$ cat src/rtl/decode_consts.svh
`ifndef DECODE_CONSTS_SVH
`define DECODE_CONSTS_SVH

// major opcodes, instr[6:0]
`define OPCODE_LOAD          7'b0000011
`define OPCODE_STORE         7'b0100011
`define OPCODE_R_TYPE        7'b0110011
`define OPCODE_I_TYPE        7'b0010011
`define OPCODE_B_TYPE        7'b1100011
`define OPCODE_JAL           7'b1101111
`define OPCODE_JALR          7'b1100111
`define OPCODE_LUI           7'b0110111
`define OPCODE_AUIPC         7'b0010111
`define OPCODE_SYSTEM        7'b1110011

`define FUNCT3_LB            3'b000
`define FUNCT3_LH            3'b001
`define FUNCT3_LW            3'b010
`define FUNCT3_LBU           3'b100
`define FUNCT3_LHU           3'b101
`define FUNCT3_SB            3'b000
`define FUNCT3_SH            3'b001
`define FUNCT3_SW            3'b010
`define FUNCT3_BEQ           3'b000
`define FUNCT3_BNE           3'b001
`define FUNCT3_BLT           3'b100
`define FUNCT3_BGE           3'b101
`define FUNCT3_BLTU          3'b110
`define FUNCT3_BGEU          3'b111
`define FUNCT3_ADD           3'b000 // also sub, addi
`define FUNCT3_SLL           3'b001
`define FUNCT3_SLT           3'b010
`define FUNCT3_SLTU          3'b011
`define FUNCT3_XOR           3'b100
`define FUNCT3_SR            3'b101 // srl / sra, bit 30 picks
`define FUNCT3_OR            3'b110
`define FUNCT3_AND           3'b111
`define FUNCT3_ECALL_EBREAK  3'b000
`define FUNCT3_CSRRW         3'b001
`define FUNCT3_CSRRS         3'b010
`define FUNCT3_CSRRC         3'b011
`define FUNCT3_CSRRWI        3'b101
`define FUNCT3_CSRRSI        3'b110
`define FUNCT3_CSRRCI        3'b111

`define FUNCT7_BASE          7'h00
`define FUNCT7_ALT           7'h20
`define FUNCT12_ECALL        12'h000
`define FUNCT12_EBREAK       12'h001

// mcause codes for synchronous exceptions
`define TRAP_ILLEGAL_INSTR   31'd2
`define TRAP_BREAKPOINT      31'd3
`define TRAP_ECALL_M         31'd11

`endif

$ cat src/rtl/decode_pkg.sv
`default_nettype none

package decode_pkg;

  typedef enum logic [3:0] {
    MEM_NONE, MEM_LB, MEM_LH, MEM_LW, MEM_LBU, MEM_LHU, MEM_SB, MEM_SH, MEM_SW
  } mem_op_t;

  typedef enum logic [1:0] {CF_NONE, CF_BRANCH, CF_JUMP, CF_JALR} cf_op_t;

  typedef enum logic [1:0] {CSR_NONE, CSR_WRITE, CSR_SET, CSR_CLEAR} csr_op_t;

  typedef enum logic [2:0] {
    IMM_I_ALU, IMM_I_SHIFT, IMM_S, IMM_B, IMM_U, IMM_J, IMM_CSR
  } imm_ext_op_t;

  typedef enum logic [3:0] {
    ALU_ADD, ALU_SUB, ALU_SLL, ALU_LT, ALU_LTU, ALU_XOR, ALU_SRL,
    ALU_SRA, ALU_OR, ALU_AND, ALU_NE, ALU_GE, ALU_GEU
  } alu_ctrl_t;

  typedef enum logic [1:0] {A_SEL_REG, A_SEL_PC, A_SEL_ZERO} alu_a_sel_t;
  typedef enum logic {B_SEL_REG, B_SEL_IMM} alu_b_sel_t;
  typedef enum logic [1:0] {RES_ALU, RES_DMEM, RES_NEXT_PC, RES_CSR} result_sel_t;

  // decoder outputs, all-zero is a harmless nop
  typedef struct packed {
    logic        rd_valid;
    logic        rs1_valid;
    logic        rs2_valid;
    mem_op_t     mem_op;
    cf_op_t      cf_op;
    csr_op_t     csr_op;
    alu_ctrl_t   alu_ctrl;
    imm_ext_op_t imm_ext_op;
    alu_a_sel_t  alu_a_sel;
    alu_b_sel_t  alu_b_sel;
    result_sel_t result_sel;
    logic        csr_mask_imm; // csr mask from uimm, not rs1
    logic        trap_valid;
    logic [30:0] trap_mcause;
  } ctrl_t;

  typedef struct packed {
    logic        valid;
    ctrl_t       ctrl;
    logic [31:0] pc;
    logic [31:0] imm;
    logic [31:0] rs1_data;
    logic [31:0] rs2_data;
    logic [4:0]  rs1_addr;
    logic [4:0]  rs2_addr;
    logic [4:0]  rd_addr;
  } id_ex_t;

  typedef struct packed {
    logic        en;
    logic [4:0]  addr;
    logic [31:0] data;
  } wb_t;

endpackage

`default_nettype wire

$ cat src/rtl/decoder.sv
`timescale 1ns/100ps
`default_nettype none
`include "decode_consts.svh"

module decoder (
  input  logic [31:0]       instr,
  output decode_pkg::ctrl_t ctrl
);
  import decode_pkg::*;

  typedef enum logic [1:0] {AOP_ADD, AOP_BRANCH, AOP_ARITH} alu_op_t;

  logic [6:0]  opcode;
  logic [2:0]  funct3;
  logic [6:0]  funct7;
  logic [11:0] funct12;
  logic [4:0]  rs1;
  logic [4:0]  rd;
  logic        alt;
  logic        is_rtype;
  logic        is_shift_funct3;
  logic        is_alt_funct3;
  logic        bad_rtype;
  logic        bad_ishift;
  ctrl_t       dec;
  alu_op_t     alu_op;
  alu_ctrl_t   alu_ctrl;

  assign opcode  = instr[6:0];
  assign funct3  = instr[14:12];
  assign funct7  = instr[31:25];
  assign funct12 = instr[31:20];
  assign rs1     = instr[19:15];
  assign rd      = instr[11:7];
  assign alt     = instr[30]; // sub / sra select

  assign is_rtype        = (opcode == `OPCODE_R_TYPE);
  assign is_shift_funct3 = (funct3 == `FUNCT3_SLL) || (funct3 == `FUNCT3_SR);
  assign is_alt_funct3   = (funct3 == `FUNCT3_ADD) || (funct3 == `FUNCT3_SR);

  // only sub and sra may carry funct7 0x20
  assign bad_rtype  = (funct7 != `FUNCT7_BASE) && !((funct7 == `FUNCT7_ALT) && is_alt_funct3);
  assign bad_ishift = is_shift_funct3 && (funct7 != `FUNCT7_BASE)
                      && !((funct3 == `FUNCT3_SR) && (funct7 == `FUNCT7_ALT));

  always_comb begin
    dec = '0;
    dec.trap_mcause = `TRAP_ILLEGAL_INSTR;
    alu_op = AOP_ADD;
    case (opcode)
      `OPCODE_LOAD: begin
        dec.rd_valid   = 1'b1;
        dec.rs1_valid  = 1'b1;
        dec.alu_b_sel  = B_SEL_IMM;
        dec.result_sel = RES_DMEM;
        case (funct3)
          `FUNCT3_LB:  dec.mem_op = MEM_LB;
          `FUNCT3_LH:  dec.mem_op = MEM_LH;
          `FUNCT3_LW:  dec.mem_op = MEM_LW;
          `FUNCT3_LBU: dec.mem_op = MEM_LBU;
          `FUNCT3_LHU: dec.mem_op = MEM_LHU;
          default:     dec.trap_valid = 1'b1;
        endcase
      end
      `OPCODE_STORE: begin
        dec.rs1_valid  = 1'b1;
        dec.rs2_valid  = 1'b1;
        dec.imm_ext_op = IMM_S;
        dec.alu_b_sel  = B_SEL_IMM;
        case (funct3)
          `FUNCT3_SB: dec.mem_op = MEM_SB;
          `FUNCT3_SH: dec.mem_op = MEM_SH;
          `FUNCT3_SW: dec.mem_op = MEM_SW;
          default:    dec.trap_valid = 1'b1;
        endcase
      end
      `OPCODE_R_TYPE: begin
        if (bad_rtype) begin
          dec.trap_valid = 1'b1;
        end else begin
          dec.rd_valid  = 1'b1;
          dec.rs1_valid = 1'b1;
          dec.rs2_valid = 1'b1;
          alu_op        = AOP_ARITH;
        end
      end
      `OPCODE_I_TYPE: begin
        if (bad_ishift) begin
          dec.trap_valid = 1'b1;
        end else begin
          dec.rd_valid   = 1'b1;
          dec.rs1_valid  = 1'b1;
          dec.alu_b_sel  = B_SEL_IMM;
          dec.imm_ext_op = is_shift_funct3 ? IMM_I_SHIFT : IMM_I_ALU;
          alu_op         = AOP_ARITH;
        end
      end
      `OPCODE_B_TYPE: begin
        dec.rs1_valid  = 1'b1;
        dec.rs2_valid  = 1'b1;
        dec.imm_ext_op = IMM_B;
        dec.cf_op      = CF_BRANCH;
        alu_op         = AOP_BRANCH;
      end
      `OPCODE_JAL: begin
        dec.rd_valid   = 1'b1;
        dec.imm_ext_op = IMM_J;
        dec.cf_op      = CF_JUMP;
        dec.result_sel = RES_NEXT_PC;
      end
      `OPCODE_JALR: begin
        dec.rd_valid   = 1'b1;
        dec.rs1_valid  = 1'b1;
        dec.alu_b_sel  = B_SEL_IMM;
        dec.cf_op      = CF_JALR;
        dec.result_sel = RES_NEXT_PC;
      end
      `OPCODE_LUI, `OPCODE_AUIPC: begin
        dec.rd_valid   = 1'b1;
        dec.imm_ext_op = IMM_U;
        dec.alu_a_sel  = (opcode == `OPCODE_LUI) ? A_SEL_ZERO : A_SEL_PC;
        dec.alu_b_sel  = B_SEL_IMM;
      end
      `OPCODE_SYSTEM: begin
        dec.rd_valid   = 1'b1;
        dec.rs1_valid  = 1'b1;
        dec.result_sel = RES_CSR;
        case (funct3)
          `FUNCT3_ECALL_EBREAK: begin
            dec.trap_valid = 1'b1;
            dec.result_sel = RES_ALU;
            if (rs1 == 5'd0 && rd == 5'd0 && funct12 == `FUNCT12_ECALL)
              dec.trap_mcause = `TRAP_ECALL_M;
            else if (rs1 == 5'd0 && rd == 5'd0 && funct12 == `FUNCT12_EBREAK)
              dec.trap_mcause = `TRAP_BREAKPOINT;
          end
          `FUNCT3_CSRRW:  dec.csr_op = CSR_WRITE;
          `FUNCT3_CSRRS:  dec.csr_op = (rs1 == 5'd0) ? CSR_NONE : CSR_SET;
          `FUNCT3_CSRRC:  dec.csr_op = (rs1 == 5'd0) ? CSR_NONE : CSR_CLEAR;
          `FUNCT3_CSRRWI: begin
            dec.csr_op       = CSR_WRITE;
            dec.imm_ext_op   = IMM_CSR;
            dec.csr_mask_imm = 1'b1;
          end
          `FUNCT3_CSRRSI: begin
            dec.csr_op       = (rs1 == 5'd0) ? CSR_NONE : CSR_SET;
            dec.imm_ext_op   = IMM_CSR;
            dec.csr_mask_imm = 1'b1;
          end
          `FUNCT3_CSRRCI: begin
            dec.csr_op       = (rs1 == 5'd0) ? CSR_NONE : CSR_CLEAR;
            dec.imm_ext_op   = IMM_CSR;
            dec.csr_mask_imm = 1'b1;
          end
          default: dec.trap_valid = 1'b1;
        endcase
      end
      default: dec.trap_valid = 1'b1; // unknown opcode
    endcase
  end

  always_comb begin
    alu_ctrl = ALU_ADD; // loads, stores, jumps, lui, auipc
    case (alu_op)
      AOP_BRANCH: begin
        case (funct3)
          `FUNCT3_BEQ:  alu_ctrl = ALU_SUB;
          `FUNCT3_BNE:  alu_ctrl = ALU_NE;
          `FUNCT3_BLT:  alu_ctrl = ALU_LT;
          `FUNCT3_BGE:  alu_ctrl = ALU_GE;
          `FUNCT3_BLTU: alu_ctrl = ALU_LTU;
          `FUNCT3_BGEU: alu_ctrl = ALU_GEU;
          default: ;
        endcase
      end
      AOP_ARITH: begin
        case (funct3)
          `FUNCT3_ADD:  alu_ctrl = (is_rtype && alt) ? ALU_SUB : ALU_ADD; // addi has imm here
          `FUNCT3_SLL:  alu_ctrl = ALU_SLL;
          `FUNCT3_SLT:  alu_ctrl = ALU_LT;
          `FUNCT3_SLTU: alu_ctrl = ALU_LTU;
          `FUNCT3_XOR:  alu_ctrl = ALU_XOR;
          `FUNCT3_SR:   alu_ctrl = alt ? ALU_SRA : ALU_SRL;
          `FUNCT3_OR:   alu_ctrl = ALU_OR;
          `FUNCT3_AND:  alu_ctrl = ALU_AND;
          default: ;
        endcase
      end
      default: ;
    endcase
  end

  always_comb begin
    ctrl = dec;
    ctrl.alu_ctrl = alu_ctrl;
    if (dec.trap_valid)
      ctrl.rd_valid = 1'b0; // trapped instr writes nothing
  end

endmodule

`default_nettype wire

$ cat src/rtl/imm_extender.sv
`timescale 1ns/100ps
`default_nettype none

module imm_extender (
  input  logic [31:0]             instr,
  input  decode_pkg::imm_ext_op_t imm_ext_op,
  output logic [31:0]             imm
);
  import decode_pkg::*;

  logic sign;

  assign sign = instr[31];

  always_comb begin
    case (imm_ext_op)
      IMM_I_ALU:   imm = {{20{sign}}, instr[31:20]};
      IMM_I_SHIFT: imm = {27'd0, instr[24:20]}; // shamt
      IMM_S:       imm = {{20{sign}}, instr[31:25], instr[11:7]};
      IMM_B:       imm = {{19{sign}}, sign, instr[7], instr[30:25], instr[11:8], 1'b0};
      IMM_U:       imm = {instr[31:12], 12'd0};
      IMM_J:       imm = {{11{sign}}, sign, instr[19:12], instr[20], instr[30:21], 1'b0};
      IMM_CSR:     imm = {27'd0, instr[19:15]}; // uimm sits in rs1 field
      default:     imm = 32'd0;
    endcase
  end

endmodule

`default_nettype wire

$ cat src/rtl/register_file.sv
`timescale 1ns/100ps
`default_nettype none

module register_file (
  input  logic            clk,
  input  logic            rst_n,
  input  decode_pkg::wb_t wb,
  input  logic [4:0]      rs1_addr,
  input  logic [4:0]      rs2_addr,
  output logic [31:0]     rs1_data,
  output logic [31:0]     rs2_data
);

  logic [31:0] regs [31:1]; // x0 not stored

  always_ff @(posedge clk) begin
    if (!rst_n) begin
      for (int i = 1; i < 32; i++)
        regs[i] <= 32'd0;
    end else if (wb.en && wb.addr != 5'd0) begin
      regs[wb.addr] <= wb.data;
    end
  end

  // one read port, same-cycle write wins
  function automatic logic [31:0] read_port(input logic [4:0] addr);
    if (addr == 5'd0)
      return 32'd0;
    if (wb.en && wb.addr == addr)
      return wb.data;
    return regs[addr];
  endfunction

  always_comb begin
    rs1_data = read_port(rs1_addr);
    rs2_data = read_port(rs2_addr);
  end

endmodule

`default_nettype wire

$ cat src/rtl/decode_stage.sv
`timescale 1ns/100ps
`default_nettype none

module decode_stage (
  input  logic               clk,
  input  logic               rst_n,
  input  logic               instr_valid,
  input  logic [31:0]        instr,
  input  logic [31:0]        pc,
  input  decode_pkg::wb_t    wb,
  output decode_pkg::id_ex_t id_ex
);
  import decode_pkg::*;

  ctrl_t       ctrl;
  logic [31:0] imm;
  logic [31:0] rs1_data;
  logic [31:0] rs2_data;
  logic [4:0]  rs1_addr;
  logic [4:0]  rs2_addr;
  logic [4:0]  rd_addr;

  assign rs1_addr = instr[19:15];
  assign rs2_addr = instr[24:20];
  assign rd_addr  = instr[11:7];

  decoder u_decoder (.instr(instr), .ctrl(ctrl));

  imm_extender u_imm_extender (.instr(instr), .imm_ext_op(ctrl.imm_ext_op), .imm(imm));

  register_file u_register_file (
    .clk      (clk),
    .rst_n    (rst_n),
    .wb       (wb),
    .rs1_addr (rs1_addr),
    .rs2_addr (rs2_addr),
    .rs1_data (rs1_data),
    .rs2_data (rs2_data)
  );

  // no stall, loads every cycle
  always_ff @(posedge clk) begin
    if (!rst_n)
      id_ex <= '0;
    else
      id_ex <= '{valid: instr_valid, ctrl: instr_valid ? ctrl : '0, // bubbles carry a nop
                 pc: pc, imm: imm, rs1_data: rs1_data, rs2_data: rs2_data,
                 rs1_addr: rs1_addr, rs2_addr: rs2_addr, rd_addr: rd_addr};
  end

endmodule

`default_nettype wire

$ cat config.mk
export PLATFORM = sky130hd
export DESIGN_NAME = decode_stage
export DESIGN_NICKNAME = d
export VERILOG_FILES = /design/src/rtl/decode_pkg.sv /design/src/rtl/decoder.sv /design/src/rtl/imm_extender.sv /design/src/rtl/register_file.sv /design/src/rtl/decode_stage.sv
export VERILOG_INCLUDE_DIRS = /design/src /design/src/rtl
export SDC_FILE = /design/constraint.sdc
export NUM_CORES = 2
export LEC_CHECK = 0
export BUFFER_PORTS_ARGS = -buffer_cell sky130_fd_sc_hd__buf_2
export CORE_MARGIN = 4
export CORE_UTILIZATION = 62
export CTS_BUF_LIST = sky130_fd_sc_hd__clkbuf_8
export CTS_CLUSTER_DIAMETER = 60
export DETAILED_ROUTE_END_ITERATION = 7
export PLACE_DENSITY = 0.81
export SYNTH_ARGS = -nofsm -noshare
export SYNTH_HDL_FRONTEND = slang
export SYNTH_SLANG_ARGS = --single-unit
$ cat constraint.sdc
create_clock -name clk -period 5.1 [get_ports clk]
set_clock_uncertainty 0.15 [all_clocks]
set_input_delay 0.255 -clock clk [delete_from_list [all_inputs] [get_ports clk]]
set_output_delay 0.255 -clock clk [all_outputs]
set_load 0.005 [all_outputs]
Word level (Yosys, flattened, before mapping)
Memory sizes are Yosys's and may differ from the RTL's. Cells that the tools add are included.

Equality and inequality tests: 29. Multiplexer cells: 62. Bitwise logic cells: 4. Reduce and logical (&&, ||, !) cells: 45.

Operator list (count): $mux 32 (9); $pmux 32 s7 (1); $pmux 4 s8 (1); $reduce_or 32->1 (1); $eq 7x6->1 const B (4); $eq 7x7->1 const B (4); $reduce_or 5->1 (5); $pmux 2 s3 (4); $pmux 4 s6 (1); $mux 1 (22); $eq 3x3->1 const B (7); $mux 2 (9); $pmux 3 s6 (1); $pmux 4 s2 (2); $logic_not 5->1 (3); $pmux 3 s5 (1); $eq 7x5->1 const B (2); $eq 12x1->1 const B (1); $eq 3x2->1 const B (4); $logic_and 1x1->1 (12); $logic_not 12->1 (1); $pmux 4 s3 (1); $reduce_or 2->1 (6); $reduce_or 6->1 (2); 21 further kinds (36).

Flip-flop bits (word level): 200. Memory bits (writable): 992. Input bits: 105. Output and inout bits: 200. Logic and storage cells: 165. Memories kept: 1.

Memory list: u_register_file.regs (depth 31, bits a word 32, rd ports 2, clocked after Yosys merged registers in 0, wr ports 31, line register_file.sv:14) `logic [31:0] regs [31:1];`.

Longest topological paths before layout
Depth after elaboration: 9. Gate-level depth with buffers: 11. Depth with buffers taken out: 11.

Hierarchy
A second synthesis with hierarchy kept.

Cells, all modules: 4635. Area, all modules: 62344.8 µm².

Modules (own cells, without submodules): register_file (instances 1, cells an instance 3966, area each 55480.7 µm², seq. area each 30749.5 µm²); decode_stage (instances 1, cells an instance 428, area each 5395.2 µm², seq. area each 4003.8 µm²); decoder (instances 1, cells an instance 157, area each 982.2 µm², seq. area each 0.0 µm²); imm_extender (instances 1, cells an instance 84, area each 486.7 µm², seq. area each 0.0 µm²).

Worst setup path after synthesis
Ideal clock, no wire load.

Kind: input to register. Start: in wb[34] (netlist bit). End: mem u_register_file.regs[20][0], enable pin. Setup time: 0.466 ns. Arrival time: 3.373 ns. Data required time: 4.484 ns. Slack: 1.111 ns. Cell stages on the path: 6. Path buffers: 3. Path through: buf_2 -> or3_1 -> clkbuf_1 -> nand3b_1 -> buf_2 -> o21ai_0.

RTL lines: start, declared (line decode_stage.sv:10) `input decode_pkg::wb_t wb,`; end, declared (line register_file.sv:14).

Worst setup path after layout
Start: in instr[22]. End: reg id_ex[20] (netlist bit).

Word-level cells in the longest chain between the ends: 6. Elaborated cells between the ends (all ways): 10. Classes of those cells: 1 x eq/ne; 6 x mux; 2 x reduce/logical; 1 x memory.

RTL lines: start, declared (line decode_stage.sv:8) `input logic [31:0] instr,`; parallel branches: the longest is 5 deep, another holds $mem_v2 31x32; $mux 32 (*) (line register_file.sv:29) `if (wb.en && wb.addr == addr)`; end signal, assigned (line decode_stage.sv:46) `id_ex <= '{valid: instr_valid, ctrl: instr_valid ? ctrl : '0,`; end, declared (line decode_stage.sv:11) `output decode_pkg::id_ex_t id_ex`.

Mark *: on every way between the ends. The select of a mux whose other input is x is not followed. A chain may end at the register's enable or synchronous reset.

==> qor.yml <==
core-area_um2: 96900
grt_pass1_wl_mm: 281
vdd_drop_max_v: 0.000392
utilization: 0.711
via_per_inst: 6.98
clk_latency_ns: 0.90
synth_top_cell_by_area: "edfxtp_1"
clockBufferDepth: 3
hp-class: "in2reg"
p_per_area_nw_per_um2: 324
synth_simple_gate_area_frac: 0.135
ys_ff_latch: 1196
start_kind: "input port"
synth_xor_area_frac: 0.00188
synthAdderAreaFrac: 0.000413
cts_made_buffers: 191
timing.hold.ws_ns: 0.113
mostFrequentLayoutCells: "1050 x and2_1, 1024 x edfxtp_1, 429 x mux4_2"
period_minus_slack_ns: 4.03
synthCells: 4251
gr-total-overflow: 0
vias: 42482
drive_above_1_share: 0.250
yosysWarnings: 0
grtUsageTotal: 0.379
seq_area_frac_synth: 0.564
die-area_um2: 103000
drt_pass1_iterations: 7
cts_tree: "built"
finalNonFillerCells: 6082
critical_path_class: "in2reg"
drtIter0Drc: 6963
drcViolationCount: 0
cts-root-buf: "clkbuf_8"
dieWidth_um: 321
finalSetupViolCount: 0
grt_pass1_vias: 42660
io_pins: 305
muxShareOfSynthArea: 0.198
gp_congestion: 0.911
slew_violations: 0
synth_top_area_frac: 0.507
finalHoldViolCount: 0
syn_avg_cell_area_um2: 14.3
antenna_found_initial: 10
yosysUniqueCellTypes: 73
htree_levels: 4
wire_per_inst_um: 32.1
fin_setup_tns_ns: 0
synth_edf_count: 1024
worstMarginPinSlew_ns: 1.32
final_nets: 4744
grt_max_degree: 86
synth_compound_area_frac: 0.0615
rsz0062_at_grt: "false"
synth_ff_type: "edfxtp_1"
cp.arrival_ns: 4.71
fmax_mhz: 248
max-slew-margin-rel: 0.122
synthToLayoutAreaGrowth_pct: 13.5
io_buffers: 276
leakage_nw: 25.6
dp_cells: 5519
dpl.hpwl_mm: 114
synth_area_leaders: "edfxtp_1 51%, mux4_2 16%, and2_1 11%, dfxtp_1 5.7%, mux2i_1 3.9%"
status: "finished clean"
mostFrequentLayoutCell: "and2_1"
syn-cell-area_um2: 60600
antenna_left: 0
rows: 114
fp.dieH_um: 321
synthArstFlopShare: 0
synth_top_family_by_area: "multiplexers"
fillers: 6149
cts_resized: 0
crit_fanout: 32
placed_area_um2: 63100
final_area_um2: 68800
cp-end-kind: "flop"
start_util: 0.626
wl_mm: 195
drv_cap: 0
numClockSinks: 1196
clk_pin_slew_worst_paths_ns: 0.06
post-route-period-util: 0.790
cp_data_required_time_ns: 5.78
==> report_power, final <==
group          switching (mW)  internal [mW]
logic                    1.60           1.15
registers               0.329           11.2
clock network            3.96           4.10
total                    5.89           16.4
==> path summary, 6_finish.rpt <==
check | end | start | slack, ns | cells after the start
max reg2reg | id_ex[65]$_SDFF_PP0_ | u_register_file.regs[16][18]$_SDFFCE_PN0P_ | 2.57 | 7
min reg2reg | id_ex[67]$_SDFF_PP0_ | u_register_file.regs[15][20]$_SDFFCE_PN0P_ | 0.75 | 4
min | id_ex[16]$_SDFF_PP0_ | instr[24] | 0.11 | 4
max | id_ex[20]$_SDFF_PP0_ | instr[22] | 1.07 | 11
==> registers in the layout, indices dropped and copies added, names as in the netlist <==
signal	count
u_register_file.regs	1024
id_ex	172
==> routing by layer <==
layer | share of wire | up-vias | global-route usage
li1 | - | 16868 | -
met1 | 0.33 | 21005 | 0.487
met2 | 0.45 | 3856 | 0.572
met3 | 0.15 | 751 | 0.123
met4 | 0.065 | 2 | 0.217
met5 | 0.00046 | - | 0.00648
==> cells in the mapped netlist (11+ instances only) <==
master,instances
o22ai_1,64
buf_4,56
nor3_1,17
a221o_1,26
mux4_2,429
o211ai_2,26
buf_6,32
a31oi_1,18
buf_1,16
nand2_1,124
clkbuf_1,292
and2_1,1051
buf_2,60
edfxtp_1,1024
a22oi_1,38
o21ai_0,70
o21ai_1,27
mux2i_1,236
nor2_1,119
a21o_1,31
nand3_1,14
nand2b_1,11
dfxtp_1,172
a221oi_1,89
a21oi_1,41
==> logic make-up (layout without fill, tap and decap cells) <==
logic type                 Yosys count  after routing
buffers and inverters              474            963
adders and majority gates            2              2
AOI/OAI and AO/OA                  500            500
and+or+nand+nor                   1400           1400
xor gates and xnor gates            13             13
muxes                              665            665
DFF                               1196           1196
other                                1             67
==> through the flow <==
step	setup WS, ns	power [mW]
final	1.07	22.3
after global routing	0.997	22.9
after CTS	1.38	22.2
after detailed placement	1.34	14.2
after global placement	1.48	14.1
after floorplan	1.11	13.2
==> final cells by class <==
class / instances / area [µm²] / area share
flip-flops and latches: 1196 / 34200 / 0.497
multi-input cells: 2640 / 24800 / 0.360
repair buffers: 596 / 4510 / 0.0655
clock buffers: 224 / 3080 / 0.0448
well taps: 1276 / 1600 / 0.0232
clock inverters: 131 / 632 / 0.00918
inverters: 12 / 45.0 / 0.000654
diodes: 7 / 17.5 / 0.000254
==> critical path, cell delays in order <==
cell           delay (ns)
dlygate4sd3_1        0.53
buf_2                0.62
buf_4                0.56
xor2_1               0.13
nor4_1               0.29
nand3_1              0.18
nor2_4               0.75
nand2_1              0.12
dlygate4sd3_1        0.60
nand2_1              0.08
dlygate4sd3_1        0.55
==> timing repair <==
action / 4_1_cts / 5_1_grt
hold endpoints to repair: 1195 / 0
hold buffers: 201 / 0
buffers inserted: 0 / 0
(Power assumes the default switching activity.)
